### src/common/axi_bridge_pkg.sv
package axi_bridge_pkg;

    localparam int ADDR_W = 32;
    localparam int DATA_W = 32;
    localparam int STRB_W = 4;

    localparam logic [1:0] BURST_INCR = 2'b01;

    // axsize codes, bytes per beat
    localparam logic [2:0] SIZE_BYTE = 3'b000;
    localparam logic [2:0] SIZE_HALF = 3'b001;
    localparam logic [2:0] SIZE_WORD = 3'b010;

    localparam logic [1:0] RESP_OKAY = 2'b00;

    typedef enum logic [1:0] {
        RD_IDLE,
        RD_ADDR,
        RD_DATA
    } rd_state_e;

    typedef enum logic [1:0] {
        WR_IDLE,
        WR_ADDR,
        WR_DATA,
        WR_RESP
    } wr_state_e;

    // len is beats minus one, as on the AXI side
    typedef struct packed {
        logic [ADDR_W-1:0] addr;
        logic [7:0]        len;
    } rd_req_t;

    typedef struct packed {
        logic [ADDR_W-1:0] addr;
        logic [7:0]        len;
        logic [STRB_W-1:0] strb; // same strobe for every beat of the burst
    } wr_req_t;

    typedef struct packed {
        logic [ADDR_W-1:0] addr;
        logic [7:0]        len;
        logic [2:0]        size;
        logic [1:0]        burst;
    } axi_ar_t;

    typedef struct packed {
        logic [ADDR_W-1:0] addr;
        logic [7:0]        len;
        logic [2:0]        size;
        logic [1:0]        burst;
    } axi_aw_t;

    typedef struct packed {
        logic [DATA_W-1:0] data;
        logic [STRB_W-1:0] strb;
        logic              last;
    } axi_w_t;

    typedef struct packed {
        logic [DATA_W-1:0] data;
        logic [1:0]        resp;
        logic              last;
    } axi_r_t;

    typedef struct packed {
        logic [1:0] resp;
    } axi_b_t;

    typedef struct packed {
        logic [DATA_W-1:0] data;
        logic [1:0]        resp;
    } rd_beat_t;

endpackage

### src/hw/cache_req_arbiter.sv
`timescale 1ns/1ps

module cache_req_arbiter (
    input  logic                              clk,
    input  logic                              rst_i,
    input  logic                              flush_i,
    input  logic                              rd_req_valid_i,
    input  axi_bridge_pkg::rd_req_t           rd_req_i,
    input  logic                              wr_req_valid_i,
    input  axi_bridge_pkg::wr_req_t           wr_req_i,
    input  logic                              rd_busy_i,
    input  logic                              wr_busy_i,
    input  logic [axi_bridge_pkg::ADDR_W-1:0] wr_pend_addr_i,
    output logic                              rd_req_ready_o,
    output logic                              wr_req_ready_o,
    output logic                              rd_start_o,
    output axi_bridge_pkg::rd_req_t           rd_req_o,
    output logic                              wr_start_o,
    output axi_bridge_pkg::wr_req_t           wr_req_o
);

    logic rd_idle_q; // read engine free and nothing handed over
    logic wr_idle_q;
    logic rd_accept;
    logic wr_accept;
    logic rd_blocked;

    assign wr_req_ready_o = wr_idle_q && !flush_i; // nothing taken while flushing
    assign wr_accept      = wr_req_valid_i && wr_req_ready_o;

    // read-after-write check against every stage a write can sit in
    always_comb begin
        rd_blocked = 1'b0;
        if (wr_busy_i && rd_req_i.addr == wr_pend_addr_i) begin
            rd_blocked = 1'b1; // waiting for its B response
        end
        if (wr_start_o && rd_req_i.addr == wr_req_o.addr) begin
            rd_blocked = 1'b1; // handed over but engine not busy yet
        end
        if (wr_accept && rd_req_i.addr == wr_req_i.addr) begin
            rd_blocked = 1'b1; // write taken in this very cycle
        end
    end

    assign rd_req_ready_o = rd_idle_q && !rd_blocked && !flush_i;
    assign rd_accept      = rd_req_valid_i && rd_req_ready_o;

    always_ff @(posedge clk) begin
        if (rst_i || flush_i) begin
            rd_idle_q  <= 1'b0;
            wr_idle_q  <= 1'b0;
            rd_start_o <= 1'b0;
            wr_start_o <= 1'b0;
        end else begin
            rd_idle_q  <= !rd_busy_i && !rd_start_o && !rd_accept;
            wr_idle_q  <= !wr_busy_i && !wr_start_o && !wr_accept;
            rd_start_o <= rd_accept; // single cycle pulse
            wr_start_o <= wr_accept;
        end
    end

    always_ff @(posedge clk) begin
        if (rd_accept) begin
            rd_req_o <= rd_req_i;
        end
        if (wr_accept) begin
            wr_req_o <= wr_req_i;
        end
    end

endmodule

### src/axi_read/axi_read_engine.sv
`timescale 1ns/1ps

module axi_read_engine (
    input  logic                     clk,
    input  logic                     rst_i,
    input  logic                     flush_i,
    input  logic                     start_i,
    input  axi_bridge_pkg::rd_req_t  req_i,
    input  logic                     arready_i,
    input  logic                     rvalid_i,
    input  axi_bridge_pkg::axi_r_t   axi_r_i,
    output logic                     busy_o,
    output axi_bridge_pkg::axi_ar_t  axi_ar_o,
    output logic                     arvalid_o,
    output logic                     rready_o,
    output axi_bridge_pkg::rd_beat_t rd_beat_o,
    output logic                     rd_beat_valid_o,
    output logic                     rd_done_o
);

    axi_bridge_pkg::rd_state_e state_q;
    logic                      r_hs;

    assign busy_o = (state_q != axi_bridge_pkg::RD_IDLE);
    assign r_hs   = rvalid_i && rready_o;

    always_ff @(posedge clk) begin
        if (rst_i || flush_i) begin
            state_q         <= axi_bridge_pkg::RD_IDLE;
            arvalid_o       <= 1'b0;
            rready_o        <= 1'b0;
            rd_beat_valid_o <= 1'b0;
            rd_done_o       <= 1'b0;
        end else begin
            rd_beat_valid_o <= 1'b0;
            rd_done_o       <= 1'b0;
            case (state_q)
                axi_bridge_pkg::RD_IDLE: begin
                    if (start_i) begin
                        arvalid_o <= 1'b1;
                        state_q   <= axi_bridge_pkg::RD_ADDR;
                    end
                end
                axi_bridge_pkg::RD_ADDR: begin
                    // arvalid held until the slave takes it
                    if (arready_i) begin
                        arvalid_o <= 1'b0;
                        rready_o  <= 1'b1;
                        state_q   <= axi_bridge_pkg::RD_DATA;
                    end
                end
                axi_bridge_pkg::RD_DATA: begin
                    if (r_hs) begin
                        rd_beat_valid_o <= 1'b1;
                        if (axi_r_i.last) begin
                            rready_o  <= 1'b0;
                            rd_done_o <= 1'b1; // goes out with the last beat
                            state_q   <= axi_bridge_pkg::RD_IDLE;
                        end
                    end
                end
                default: begin
                    state_q <= axi_bridge_pkg::RD_IDLE;
                end
            endcase
        end
    end

    // address and beat payload
    always_ff @(posedge clk) begin
        if (state_q == axi_bridge_pkg::RD_IDLE && start_i) begin
            axi_ar_o.addr  <= req_i.addr;
            axi_ar_o.len   <= req_i.len;
            axi_ar_o.size  <= axi_bridge_pkg::SIZE_WORD; // cache lines are whole words
            axi_ar_o.burst <= axi_bridge_pkg::BURST_INCR;
        end
        if (r_hs) begin
            rd_beat_o.data <= axi_r_i.data;
            rd_beat_o.resp <= axi_r_i.resp;
        end
    end

endmodule

### src/axi_write/axi_write_engine.sv
`timescale 1ns/1ps

module axi_write_engine (
    input  logic                              clk,
    input  logic                              rst_i,
    input  logic                              flush_i,
    input  logic                              start_i,
    input  axi_bridge_pkg::wr_req_t           req_i,
    input  logic [axi_bridge_pkg::DATA_W-1:0] wr_data_i,
    input  logic                              wr_data_valid_i,
    input  logic                              awready_i,
    input  logic                              wready_i,
    input  logic                              bvalid_i,
    input  axi_bridge_pkg::axi_b_t            axi_b_i,
    output logic                              busy_o,
    output logic [axi_bridge_pkg::ADDR_W-1:0] pend_addr_o,
    output axi_bridge_pkg::axi_aw_t           axi_aw_o,
    output logic                              awvalid_o,
    output axi_bridge_pkg::axi_w_t            axi_w_o,
    output logic                              wvalid_o,
    output logic                              bready_o,
    output logic                              wr_data_ack_o,
    output logic                              wr_done_o,
    output logic [1:0]                        wr_resp_o
);

    axi_bridge_pkg::wr_state_e         state_q;
    logic [7:0]                        beat_cnt_q; // beats left after the current one
    logic [axi_bridge_pkg::STRB_W-1:0] strb_q;
    logic                              w_hs;
    logic                              w_load;

    // single lane -> byte, aligned lane pair -> halfword
    function automatic logic [2:0] size_from_strb(
        input logic [axi_bridge_pkg::STRB_W-1:0] strb
    );
        case (strb)
            4'b0001, 4'b0010, 4'b0100, 4'b1000: size_from_strb = axi_bridge_pkg::SIZE_BYTE;
            4'b0011, 4'b1100:                   size_from_strb = axi_bridge_pkg::SIZE_HALF;
            default:                            size_from_strb = axi_bridge_pkg::SIZE_WORD;
        endcase
    endfunction

    assign busy_o      = (state_q != axi_bridge_pkg::WR_IDLE);
    assign pend_addr_o = axi_aw_o.addr; // valid while busy
    assign bready_o    = (state_q == axi_bridge_pkg::WR_RESP);

    assign w_hs   = wvalid_o && wready_i;
    assign w_load = (state_q == axi_bridge_pkg::WR_DATA) && !wvalid_o && wr_data_valid_i;

    assign wr_data_ack_o = w_hs && !flush_i;              // cache moves to its next word
    assign wr_done_o     = bready_o && bvalid_i && !flush_i;
    assign wr_resp_o     = axi_b_i.resp;

    always_ff @(posedge clk) begin
        if (rst_i || flush_i) begin
            state_q   <= axi_bridge_pkg::WR_IDLE;
            awvalid_o <= 1'b0;
            wvalid_o  <= 1'b0;
        end else begin
            case (state_q)
                axi_bridge_pkg::WR_IDLE: begin
                    if (start_i) begin
                        awvalid_o <= 1'b1;
                        state_q   <= axi_bridge_pkg::WR_ADDR;
                    end
                end
                axi_bridge_pkg::WR_ADDR: begin
                    if (awready_i) begin
                        awvalid_o <= 1'b0;
                        state_q   <= axi_bridge_pkg::WR_DATA;
                    end
                end
                axi_bridge_pkg::WR_DATA: begin
                    if (w_hs) begin
                        wvalid_o <= 1'b0; // one idle cycle while the cache advances
                        if (axi_w_o.last) begin
                            state_q <= axi_bridge_pkg::WR_RESP;
                        end
                    end else if (w_load) begin
                        wvalid_o <= 1'b1;
                    end
                end
                axi_bridge_pkg::WR_RESP: begin
                    if (bvalid_i) begin
                        state_q <= axi_bridge_pkg::WR_IDLE;
                    end
                end
                default: begin
                    state_q <= axi_bridge_pkg::WR_IDLE;
                end
            endcase
        end
    end

    always_ff @(posedge clk) begin
        if (state_q == axi_bridge_pkg::WR_IDLE && start_i) begin
            axi_aw_o.addr  <= req_i.addr;
            axi_aw_o.len   <= req_i.len;
            axi_aw_o.size  <= size_from_strb(req_i.strb);
            axi_aw_o.burst <= axi_bridge_pkg::BURST_INCR;
            strb_q         <= req_i.strb;
            beat_cnt_q     <= req_i.len;
        end
        if (w_load) begin
            axi_w_o.data <= wr_data_i;
            axi_w_o.strb <= strb_q;
            axi_w_o.last <= (beat_cnt_q == 8'd0);
        end
        if (w_hs) begin
            beat_cnt_q <= beat_cnt_q - 8'd1;
        end
    end

endmodule

### src/hw/axi_bridge_top.sv
`timescale 1ns/1ps

module axi_bridge_top (
    input  logic                              clk,
    input  logic                              rst_i,
    input  logic                              flush_i,
    // cache reads
    input  logic                              rd_req_valid_i,
    input  axi_bridge_pkg::rd_req_t           rd_req_i,
    output logic                              rd_req_ready_o,
    output axi_bridge_pkg::rd_beat_t          rd_beat_o,
    output logic                              rd_beat_valid_o,
    output logic                              rd_done_o,
    // cache writes
    input  logic                              wr_req_valid_i,
    input  axi_bridge_pkg::wr_req_t           wr_req_i,
    output logic                              wr_req_ready_o,
    input  logic [axi_bridge_pkg::DATA_W-1:0] wr_data_i,
    input  logic                              wr_data_valid_i,
    output logic                              wr_data_ack_o,
    output logic                              wr_done_o,
    output logic [1:0]                        wr_resp_o,
    // AXI4 master
    output axi_bridge_pkg::axi_ar_t           axi_ar_o,
    output logic                              arvalid_o,
    input  logic                              arready_i,
    input  axi_bridge_pkg::axi_r_t            axi_r_i,
    input  logic                              rvalid_i,
    output logic                              rready_o,
    output axi_bridge_pkg::axi_aw_t           axi_aw_o,
    output logic                              awvalid_o,
    input  logic                              awready_i,
    output axi_bridge_pkg::axi_w_t            axi_w_o,
    output logic                              wvalid_o,
    input  logic                              wready_i,
    input  axi_bridge_pkg::axi_b_t            axi_b_i,
    input  logic                              bvalid_i,
    output logic                              bready_o
);

    logic                              rd_start;
    logic                              wr_start;
    logic                              rd_busy;
    logic                              wr_busy;
    axi_bridge_pkg::rd_req_t           rd_req;
    axi_bridge_pkg::wr_req_t           wr_req;
    logic [axi_bridge_pkg::ADDR_W-1:0] wr_pend_addr; // for the hazard check

    cache_req_arbiter arbiter_inst (
        .clk            (clk),
        .rst_i          (rst_i),
        .flush_i        (flush_i),
        .rd_req_valid_i (rd_req_valid_i),
        .rd_req_i       (rd_req_i),
        .wr_req_valid_i (wr_req_valid_i),
        .wr_req_i       (wr_req_i),
        .rd_busy_i      (rd_busy),
        .wr_busy_i      (wr_busy),
        .wr_pend_addr_i (wr_pend_addr),
        .rd_req_ready_o (rd_req_ready_o),
        .wr_req_ready_o (wr_req_ready_o),
        .rd_start_o     (rd_start),
        .rd_req_o       (rd_req),
        .wr_start_o     (wr_start),
        .wr_req_o       (wr_req)
    );

    axi_read_engine read_engine_inst (
        .clk             (clk),
        .rst_i           (rst_i),
        .flush_i         (flush_i),
        .start_i         (rd_start),
        .req_i           (rd_req),
        .arready_i       (arready_i),
        .rvalid_i        (rvalid_i),
        .axi_r_i         (axi_r_i),
        .busy_o          (rd_busy),
        .axi_ar_o        (axi_ar_o),
        .arvalid_o       (arvalid_o),
        .rready_o        (rready_o),
        .rd_beat_o       (rd_beat_o),
        .rd_beat_valid_o (rd_beat_valid_o),
        .rd_done_o       (rd_done_o)
    );

    axi_write_engine write_engine_inst (
        .clk             (clk),
        .rst_i           (rst_i),
        .flush_i         (flush_i),
        .start_i         (wr_start),
        .req_i           (wr_req),
        .wr_data_i       (wr_data_i),
        .wr_data_valid_i (wr_data_valid_i),
        .awready_i       (awready_i),
        .wready_i        (wready_i),
        .bvalid_i        (bvalid_i),
        .axi_b_i         (axi_b_i),
        .busy_o          (wr_busy),
        .pend_addr_o     (wr_pend_addr),
        .axi_aw_o        (axi_aw_o),
        .awvalid_o       (awvalid_o),
        .axi_w_o         (axi_w_o),
        .wvalid_o        (wvalid_o),
        .bready_o        (bready_o),
        .wr_data_ack_o   (wr_data_ack_o),
        .wr_done_o       (wr_done_o),
        .wr_resp_o       (wr_resp_o)
    );

endmodule

### config.mk
export PLATFORM = sky130hd
export DESIGN_NAME = axi_bridge_top
export DESIGN_NICKNAME = d
export VERILOG_FILES = /design/src/common/axi_bridge_pkg.sv /design/src/hw/cache_req_arbiter.sv /design/src/axi_read/axi_read_engine.sv /design/src/axi_write/axi_write_engine.sv /design/src/hw/axi_bridge_top.sv
export SDC_FILE = /design/constraint.sdc
export NUM_CORES = 1
export LEC_CHECK = 0
export BUFFER_PORTS_ARGS = -buffer_cell sky130_fd_sc_hd__buf_2
export CAP_MARGIN = 15
export CORE_ASPECT_RATIO = 0.75
export CORE_UTILIZATION = 25
export DETAILED_ROUTE_END_ITERATION = 12
export RECOVER_POWER = 25
export SLEW_MARGIN = 20
export SYNTH_ARGS = -nofsm -noshare
export SYNTH_HDL_FRONTEND = slang
export SYNTH_SLANG_ARGS = --single-unit
### constraint.sdc
create_clock -name clk -period 6.4 [get_ports clk]
set_input_delay 0.64 -clock clk [delete_from_list [all_inputs] [get_ports clk]]
set_output_delay 0.64 -clock clk [all_outputs]
set_load 0.005 [all_outputs]
=== Yosys cells after proc, flatten, opt, wreduce, memory -nomap -nowiden ===
Index checks and enable logic that the tools add are counted.

* Reductions and logical operators: 51
* Bitwise gates (word level): 2
* Eq/ne operators: 23
* $add $sub $neg: 1
* Mux-type cells: 31

{| class="wikitable"
|+ Operator list
! cell !! count
|-
| == test 32 bit || 3
|-
| logical AND 1 bit || 21
|-
| 2-to-1 mux 2 bit || 9
|-
| 2-to-1 mux 8 bit || 2
|-
| 2-to-1 mux 1 bit || 14
|-
| nonzero test 2 bit || 7
|-
| inequality test 2 bit (second input constant) || 6
|-
| logical NOT 1 bit || 9
|-
| == test 4 x 2 -> 1 bit (second input constant) || 2
|-
| == test 4 bit (second input constant) || 2
|-
| logical NOT 8 bit || 1
|-
| one-hot mux 2 bit (4 select lines) || 1
|-
| AND reduction 4 bit || 2
|-
| subtractor 8 x 1 -> 8 bit (second input constant) || 1
|-
| == test 2 bit (second input constant) || 3
|-
| inequality test 2 x 1 -> 1 bit (second input constant) || 3
|-
| one-hot mux 1 bit (2 select lines) || 3
|-
| one-hot mux 2 bit (3 select lines) || 1
|-
| AND reduction 3 bit || 2
|-
| AND reduction 5 bit || 1
|-
| == test 2 x 1 -> 1 bit (second input constant) || 2
|-
| == test 4 x 1 -> 1 bit (second input constant) || 1
|-
| == test 4 x 3 -> 1 bit (second input constant) || 1
|-
| logical NOT 2 bit || 2
|-
| other kinds (7) || 9
|}

* Bits in registers: 264
* Output and inout port bits: 174

=== Depth between registers and ports, before layout ===
* Word-level depth: 11
* Depth in mapped cells: 7

=== By module ===
A second synthesis with hierarchy kept.

* Cells, all modules: 553
* Area total of the unflattened synthesis: 9835.7 sq um

{| class="wikitable"
|+ By module, submodules not included
! module !! instances !! area an instance (sq um) !! cells each
|-
| cache_req_arbiter || 1 || 3733.6 || 234
|-
| axi_write_engine || 1 || 3568.4 || 210
|-
| axi_read_engine || 1 || 2533.7 || 109
|}

=== Worst setup path after synthesis ===
OpenSTA, ideal clock, no wires.

* Kind: register to register
* Start point: reg read_engine_inst.state_q[0]
* End point: reg, netlist name read_engine_inst.axi_ar_o[10]
* Buffers on the path: 1
* Required time: 5.905 ns
* Path slack: 2.456 ns
* Data arrival time: 3.449 ns
* Stages on the path, launching flop included: 3
* Cell sequence: dfxtp_1 -> clkbuf_1 -> nor3b_1

* Word-level cells in the longest chain between the ends: 2

{| class="wikitable"
|+ RTL lines
! element !! RTL line !! source
|-
| start: declaration || axi_read_engine.sv:21 || <nowiki>axi_bridge_pkg::rd_state_e state_q;</nowiki>
|-
| start signal: assignment || axi_read_engine.sv:29 || <nowiki>state_q <= axi_bridge_pkg::RD_IDLE;</nowiki>
|-
| start signal: assignment || axi_read_engine.sv:41 || <nowiki>state_q <= axi_bridge_pkg::RD_ADDR;</nowiki>
|-
| start signal: assignment || axi_read_engine.sv:49 || <nowiki>state_q <= axi_bridge_pkg::RD_DATA;</nowiki>
|-
| logical NOT 2 bit || axi_read_engine.sv:71 || <nowiki>if (state_q == axi_bridge_pkg::RD_IDLE && start_i) begin</nowiki>
|-
| logical AND 1 bit || axi_read_engine.sv:71 ||
|}

No other way between the ends.
A chain may end at the register's enable or synchronous reset.

=== Worst setup path after layout ===
* Start point: reg, netlist name write_engine_inst.pend_addr_o[12]
* End point: out rd_req_ready_o

* Word-level cells in the longest chain between the ends: 8

{| class="wikitable"
|+ RTL lines
! element !! RTL line !! source
|-
| == test 32 bit || cache_req_arbiter.sv:34 || <nowiki>if (wr_busy_i && rd_req_i.addr == wr_pend_addr_i) begin</nowiki>
|-
| logical AND 1 bit || cache_req_arbiter.sv:34 ||
|-
| 2-to-1 mux 1 bit || cache_req_arbiter.sv:34 ||
|-
| 2-to-1 mux 1 bit || cache_req_arbiter.sv:37 || <nowiki>if (wr_start_o && rd_req_i.addr == wr_req_o.addr) begin</nowiki>
|-
| 2-to-1 mux 1 bit || cache_req_arbiter.sv:40 || <nowiki>if (wr_accept && rd_req_i.addr == wr_req_i.addr) begin</nowiki>
|-
| logical NOT 1 bit || cache_req_arbiter.sv:45 || <nowiki>assign rd_req_ready_o = rd_idle_q && !rd_blocked && !flush_i;</nowiki>
|-
| logical AND 1 bit (2 in series) || cache_req_arbiter.sv:45 ||
|-
| end: declaration || axi_bridge_top.sv:10 || <nowiki>output logic rd_req_ready_o,</nowiki>
|}

No other way between the ends.

==> run_results.csv <==
group,metric,value,unit
die,rows,61,
synthesis,ys_seq_area_frac,0.815,
timing,period_minus_slack,3290,ps
power_and_ir_drop,p_leak,4.66,nW
power_and_ir_drop,seqPwrFrac,0.512,
worst_setup_path,r2r-end,"arbiter_inst.rd_start_o$_SDFF_PP0_",
grt,grt_overflow,0,
synthesis,ys_seq_elements,263,
timing,finalHoldViolCount,0,
clocking,cts.sinks,263,
worst_setup_path,path_buf_inv,1,
cells_and_area,mostFrequentLayoutCells,"259 x buf_2, 249 x edfxtp_1, 89 x xor2_1",
worst_setup_path,cp.arrival,2650,ps
timing,holdWs,259,ps
power_and_ir_drop,p_switching,0.770,mW
clocking,post_cts_resized,0,
power_and_ir_drop,p_per_area,293,nW/um2
clocking,cts.root.buffer_cell,"clkbuf_16",
synthesis,yosys.cell_types.count,35,
power_and_ir_drop,swShare,0.208,
power_and_ir_drop,power.internal,2.94,mW
routing,wl_per_cell,18.7,um
worst_setup_path,path_delay_family,"simple AND/OR/NAND/NOR gates",
routing,drtIter0Drc,237,
clocking,cts_hold_buf,0,
die,ios,338,
power_and_ir_drop,clkPwrFrac,0.450,
grt,grt_pass1_vias,5523,
routing,drc,0,
worst_setup_path,cp.required,5760,ps
cells_and_area,syn2layout_area_growth,33.0,%
grt,antenna_found_initial,4,
die,die_h,171,um
worst_setup_path,endpoint_kind,"output port",
clocking,clkTransAtPathRegs,60,ps
synthesis,netlist_area,9520,um2
clocking,post-cts-setup-buffers,0,
placed_design,gp_congestion,0.812,
synthesis,yosysWarnings,0,
run,maxCapViolations,0,
grt,grt_usage,0.129,
clocking,numCtsBuffers,29,
timing,fmax,0.304,GHz
placed_design,port_buffers,325,
worst_setup_path,crit_path_cell_trace,"xor2_1, nor4_1, nand4_1, nor3_1, nor3_1, buf_2",
worst_setup_path,start_kind,"flop",
clocking,htreeDepth,1,
routing,via_per_inst,4.03,
placed_design,dp_hpwl,19800,um
worst_setup_path,ff2ff_setup_slack,3890,ps
synthesis,syn_area_per_cell,18.5,um2
min_path,hold_class,"input pin to flop",
worst_setup_path,crit_path_max_fanout,2,
timing,fin_skew,8.95,ps
timing,timing.final.crit_share,0.514,
worst_setup_path,crit_slowest_cell,"nor4_1",
grt,grt_pass1_wl,35900,um
timing,fin_tns_setup,0,ps
routing,dr_total_vias,5627,
power_and_ir_drop,p_comb_frac,0.038,
routing,routed_wirelength,26200,um
routing,first_pass_iters,5,
clocking,cts_buffer_depth,3,
timing,relSlewSlack,0.473,
synthesis,netlist_instances,514,
timing,worst_pin_slew,784,ps
die,core_area,37200,um2
timing,rsz0062_at_grt,"false",
timing,setup_viol,0,
run_status,status,"finished clean",
cells_and_area,layout_commonest_cell,"buf_2",
worst_setup_path,worstSetupStartpoint,"write_engine_inst.pend_addr_o[12]$_DFFE_PP_",
timing,drv_slew,0,
cells_and_area,nNetsFinal,1040,
grt,grt_max_degree,41,
power_and_ir_drop,vdd_ir_drop_max,0.174,mV
routing,antenna_left,0,
worst_setup_path,crit_end,"rd_req_ready_o",
die,die_area,38900,um2
worst_setup_path,cpMostUsedCell,"nor3_1",
min_path,min_path_cells,1,
worst_setup_path,worstRegToRegCells,7,
worst_setup_path,max_stage_delay,540,ps
worst_setup_path,reg2reg_from,"write_engine_inst.pend_addr_o[12]$_DFFE_PP_",
cells_and_area,drive_gt1_frac,0.351,
die,fp.dieW,227,um
die,initial_utilization,0.255,
clocking,insertion_delay,550,ps
worst_setup_path,critical_path_class,"flop to output port",
worst_setup_path,path_depth,6,
clocking,cts_tree,"yes",
-- worst min-delay path by stage --
| stage | to | slack, ps | startpoint |
|---|---|---|---|
| floorplan | read_engine_inst.axi_ar_o[10]$_DFFE_PP_ | 400 | arbiter_inst.rd_req_o[5]$_DFFE_PP_ |
| global placement | read_engine_inst.axi_ar_o[22]$_DFFE_PP_ | 400 | arbiter_inst.rd_req_o[17]$_DFFE_PP_ |
| detailed placement | read_engine_inst.axi_ar_o[41]$_DFFE_PP_ | 400 | arbiter_inst.rd_req_o[36]$_DFFE_PP_ |
| CTS | read_engine_inst.rd_beat_o[15]$_DFFE_PP_ | 210 | axi_r_i[16] |
| global route | read_engine_inst.rd_beat_o[19]$_DFFE_PP_ | 220 | axi_r_i[20] |
| finish | arbiter_inst.wr_req_o[3]$_DFFE_PP_ | 260 | wr_req_i[3] |
-- state kept, by name, indices dropped and copies added (netlist names), 2 cells and up --
name and flops:
read_engine_inst.rd_beat_o 34, write_engine_inst.state_q 2, arbiter_inst.rd_req_o 40, write_engine_inst.strb_q 4, read_engine_inst.state_q 2, arbiter_inst.wr_req_o 44
read_engine_inst.axi_ar_o 40, write_engine_inst.pend_addr_o 32, write_engine_inst.axi_aw_o 10, write_engine_inst.beat_cnt_q 8, write_engine_inst.axi_w_o 37
-- per-layer routing --
layer / up-vias / GRT usage / part of all wire
li1: 2628 / - / -
met4: 2 / 0.0411 / 0.029
met2: 252 / 0.215 / 0.47
met5: - / 0 / 0.00050
met1: 2697 / 0.154 / 0.40
met3: 48 / 0.0469 / 0.099
-- per-stage QoR --
stage	power, mW	utilization	area [um2]	worst slack [ps]	instances
6_report	3.71	0.340	12700	3110	1395
4_1_cts	3.77	0.341	12700	3070	1390
3_5_place_dp	2.09	0.316	11800	2950	1341
3_3_place_gp	2.08	0.316	11800	2980	1341
5_1_grt	3.84	0.340	12700	2980	1393
2_1_floorplan	1.99	-	9540	2460	520
-- logic make-up after synthesis --
logic type / count (synthesis) / share of synthesized area
DFF: 263 / 0.815
xor gates and xnor gates: 103 / 0.0948
and+or+nand+nor: 93 / 0.0526
AOI/OAI and AO/OA: 24 / 0.0150
buffers and inverters: 22 / 0.0126
adders and majority gates: 6 / 0.00789
other: 2 / 0.000789
muxes: 1 / 0.00105
-- area by class of cell --
type                    count  area [um2]
fillers                  3674       24600
clock buffers              36         752
multi-input cells         235        1680
repair buffers            332        1620
inverters                   9        33.8
diodes                      3        7.51
clock inverters            13         179
well taps                 504         631
flip-flops and latches    263        7760
-- worst register-to-register path, cell delays in order (launching register included) --
cell and delay [ps]:
edfxtp_1 440, xor2_1 190, nor4_1 540, nand4_1 160
nor3_1 430, nor4b_4 150, buf_4 290, nor3b_1 210
-- power by group through the flow --
stage,Sequential [mW],Combinational (mW),Clock (mW)
floorplan,1.94,0.0509,0
global placement,1.94,0.147,0
detailed placement,1.94,0.149,0
CTS,1.90,0.151,1.72
global route,1.90,0.155,1.78
finish,1.90,0.141,1.67
-- synth_stat cells --
library cell / instances / share of area
a2111oi_0: 1 / 0.00092
a211oi_1: 3 / 0.0024
a21oi_1: 5 / 0.0026
a221oi_1: 1 / 0.00092
a311oi_1: 1 / 0.00092
a31oi_1: 1 / 0.00066
and2_1: 2 / 0.0013
buf_4: 10 / 0.0079
clkbuf_1: 3 / 0.0012
conb_1: 2 / 0.00079
dfxtp_1: 14 / 0.029
edfxtp_1: 249 / 0.79
ha_1: 6 / 0.0079
inv_1: 9 / 0.0036
mux2i_1: 1 / 0.0011
nand2_1: 18 / 0.0071
nand2b_1: 2 / 0.0013
nand3_1: 7 / 0.0037
nand3b_1: 1 / 0.00079
nand4_1: 5 / 0.0033
nor2_1: 18 / 0.0071
nor2b_1: 2 / 0.0013
nor3_1: 7 / 0.0037
nor3b_1: 2 / 0.0016
nor4_1: 21 / 0.014
nor4_2: 1 / 0.0013
nor4b_1: 2 / 0.0018
nor4b_2: 1 / 0.0016
o21ai_0: 11 / 0.0058
o31ai_1: 1 / 0.00079
or2_2: 1 / 0.00066
or3_1: 1 / 0.00066
or4_1: 2 / 0.0016
xnor2_1: 14 / 0.013
xor2_1: 89 / 0.082
Note: power is estimated with default switching activity, not from simulation.
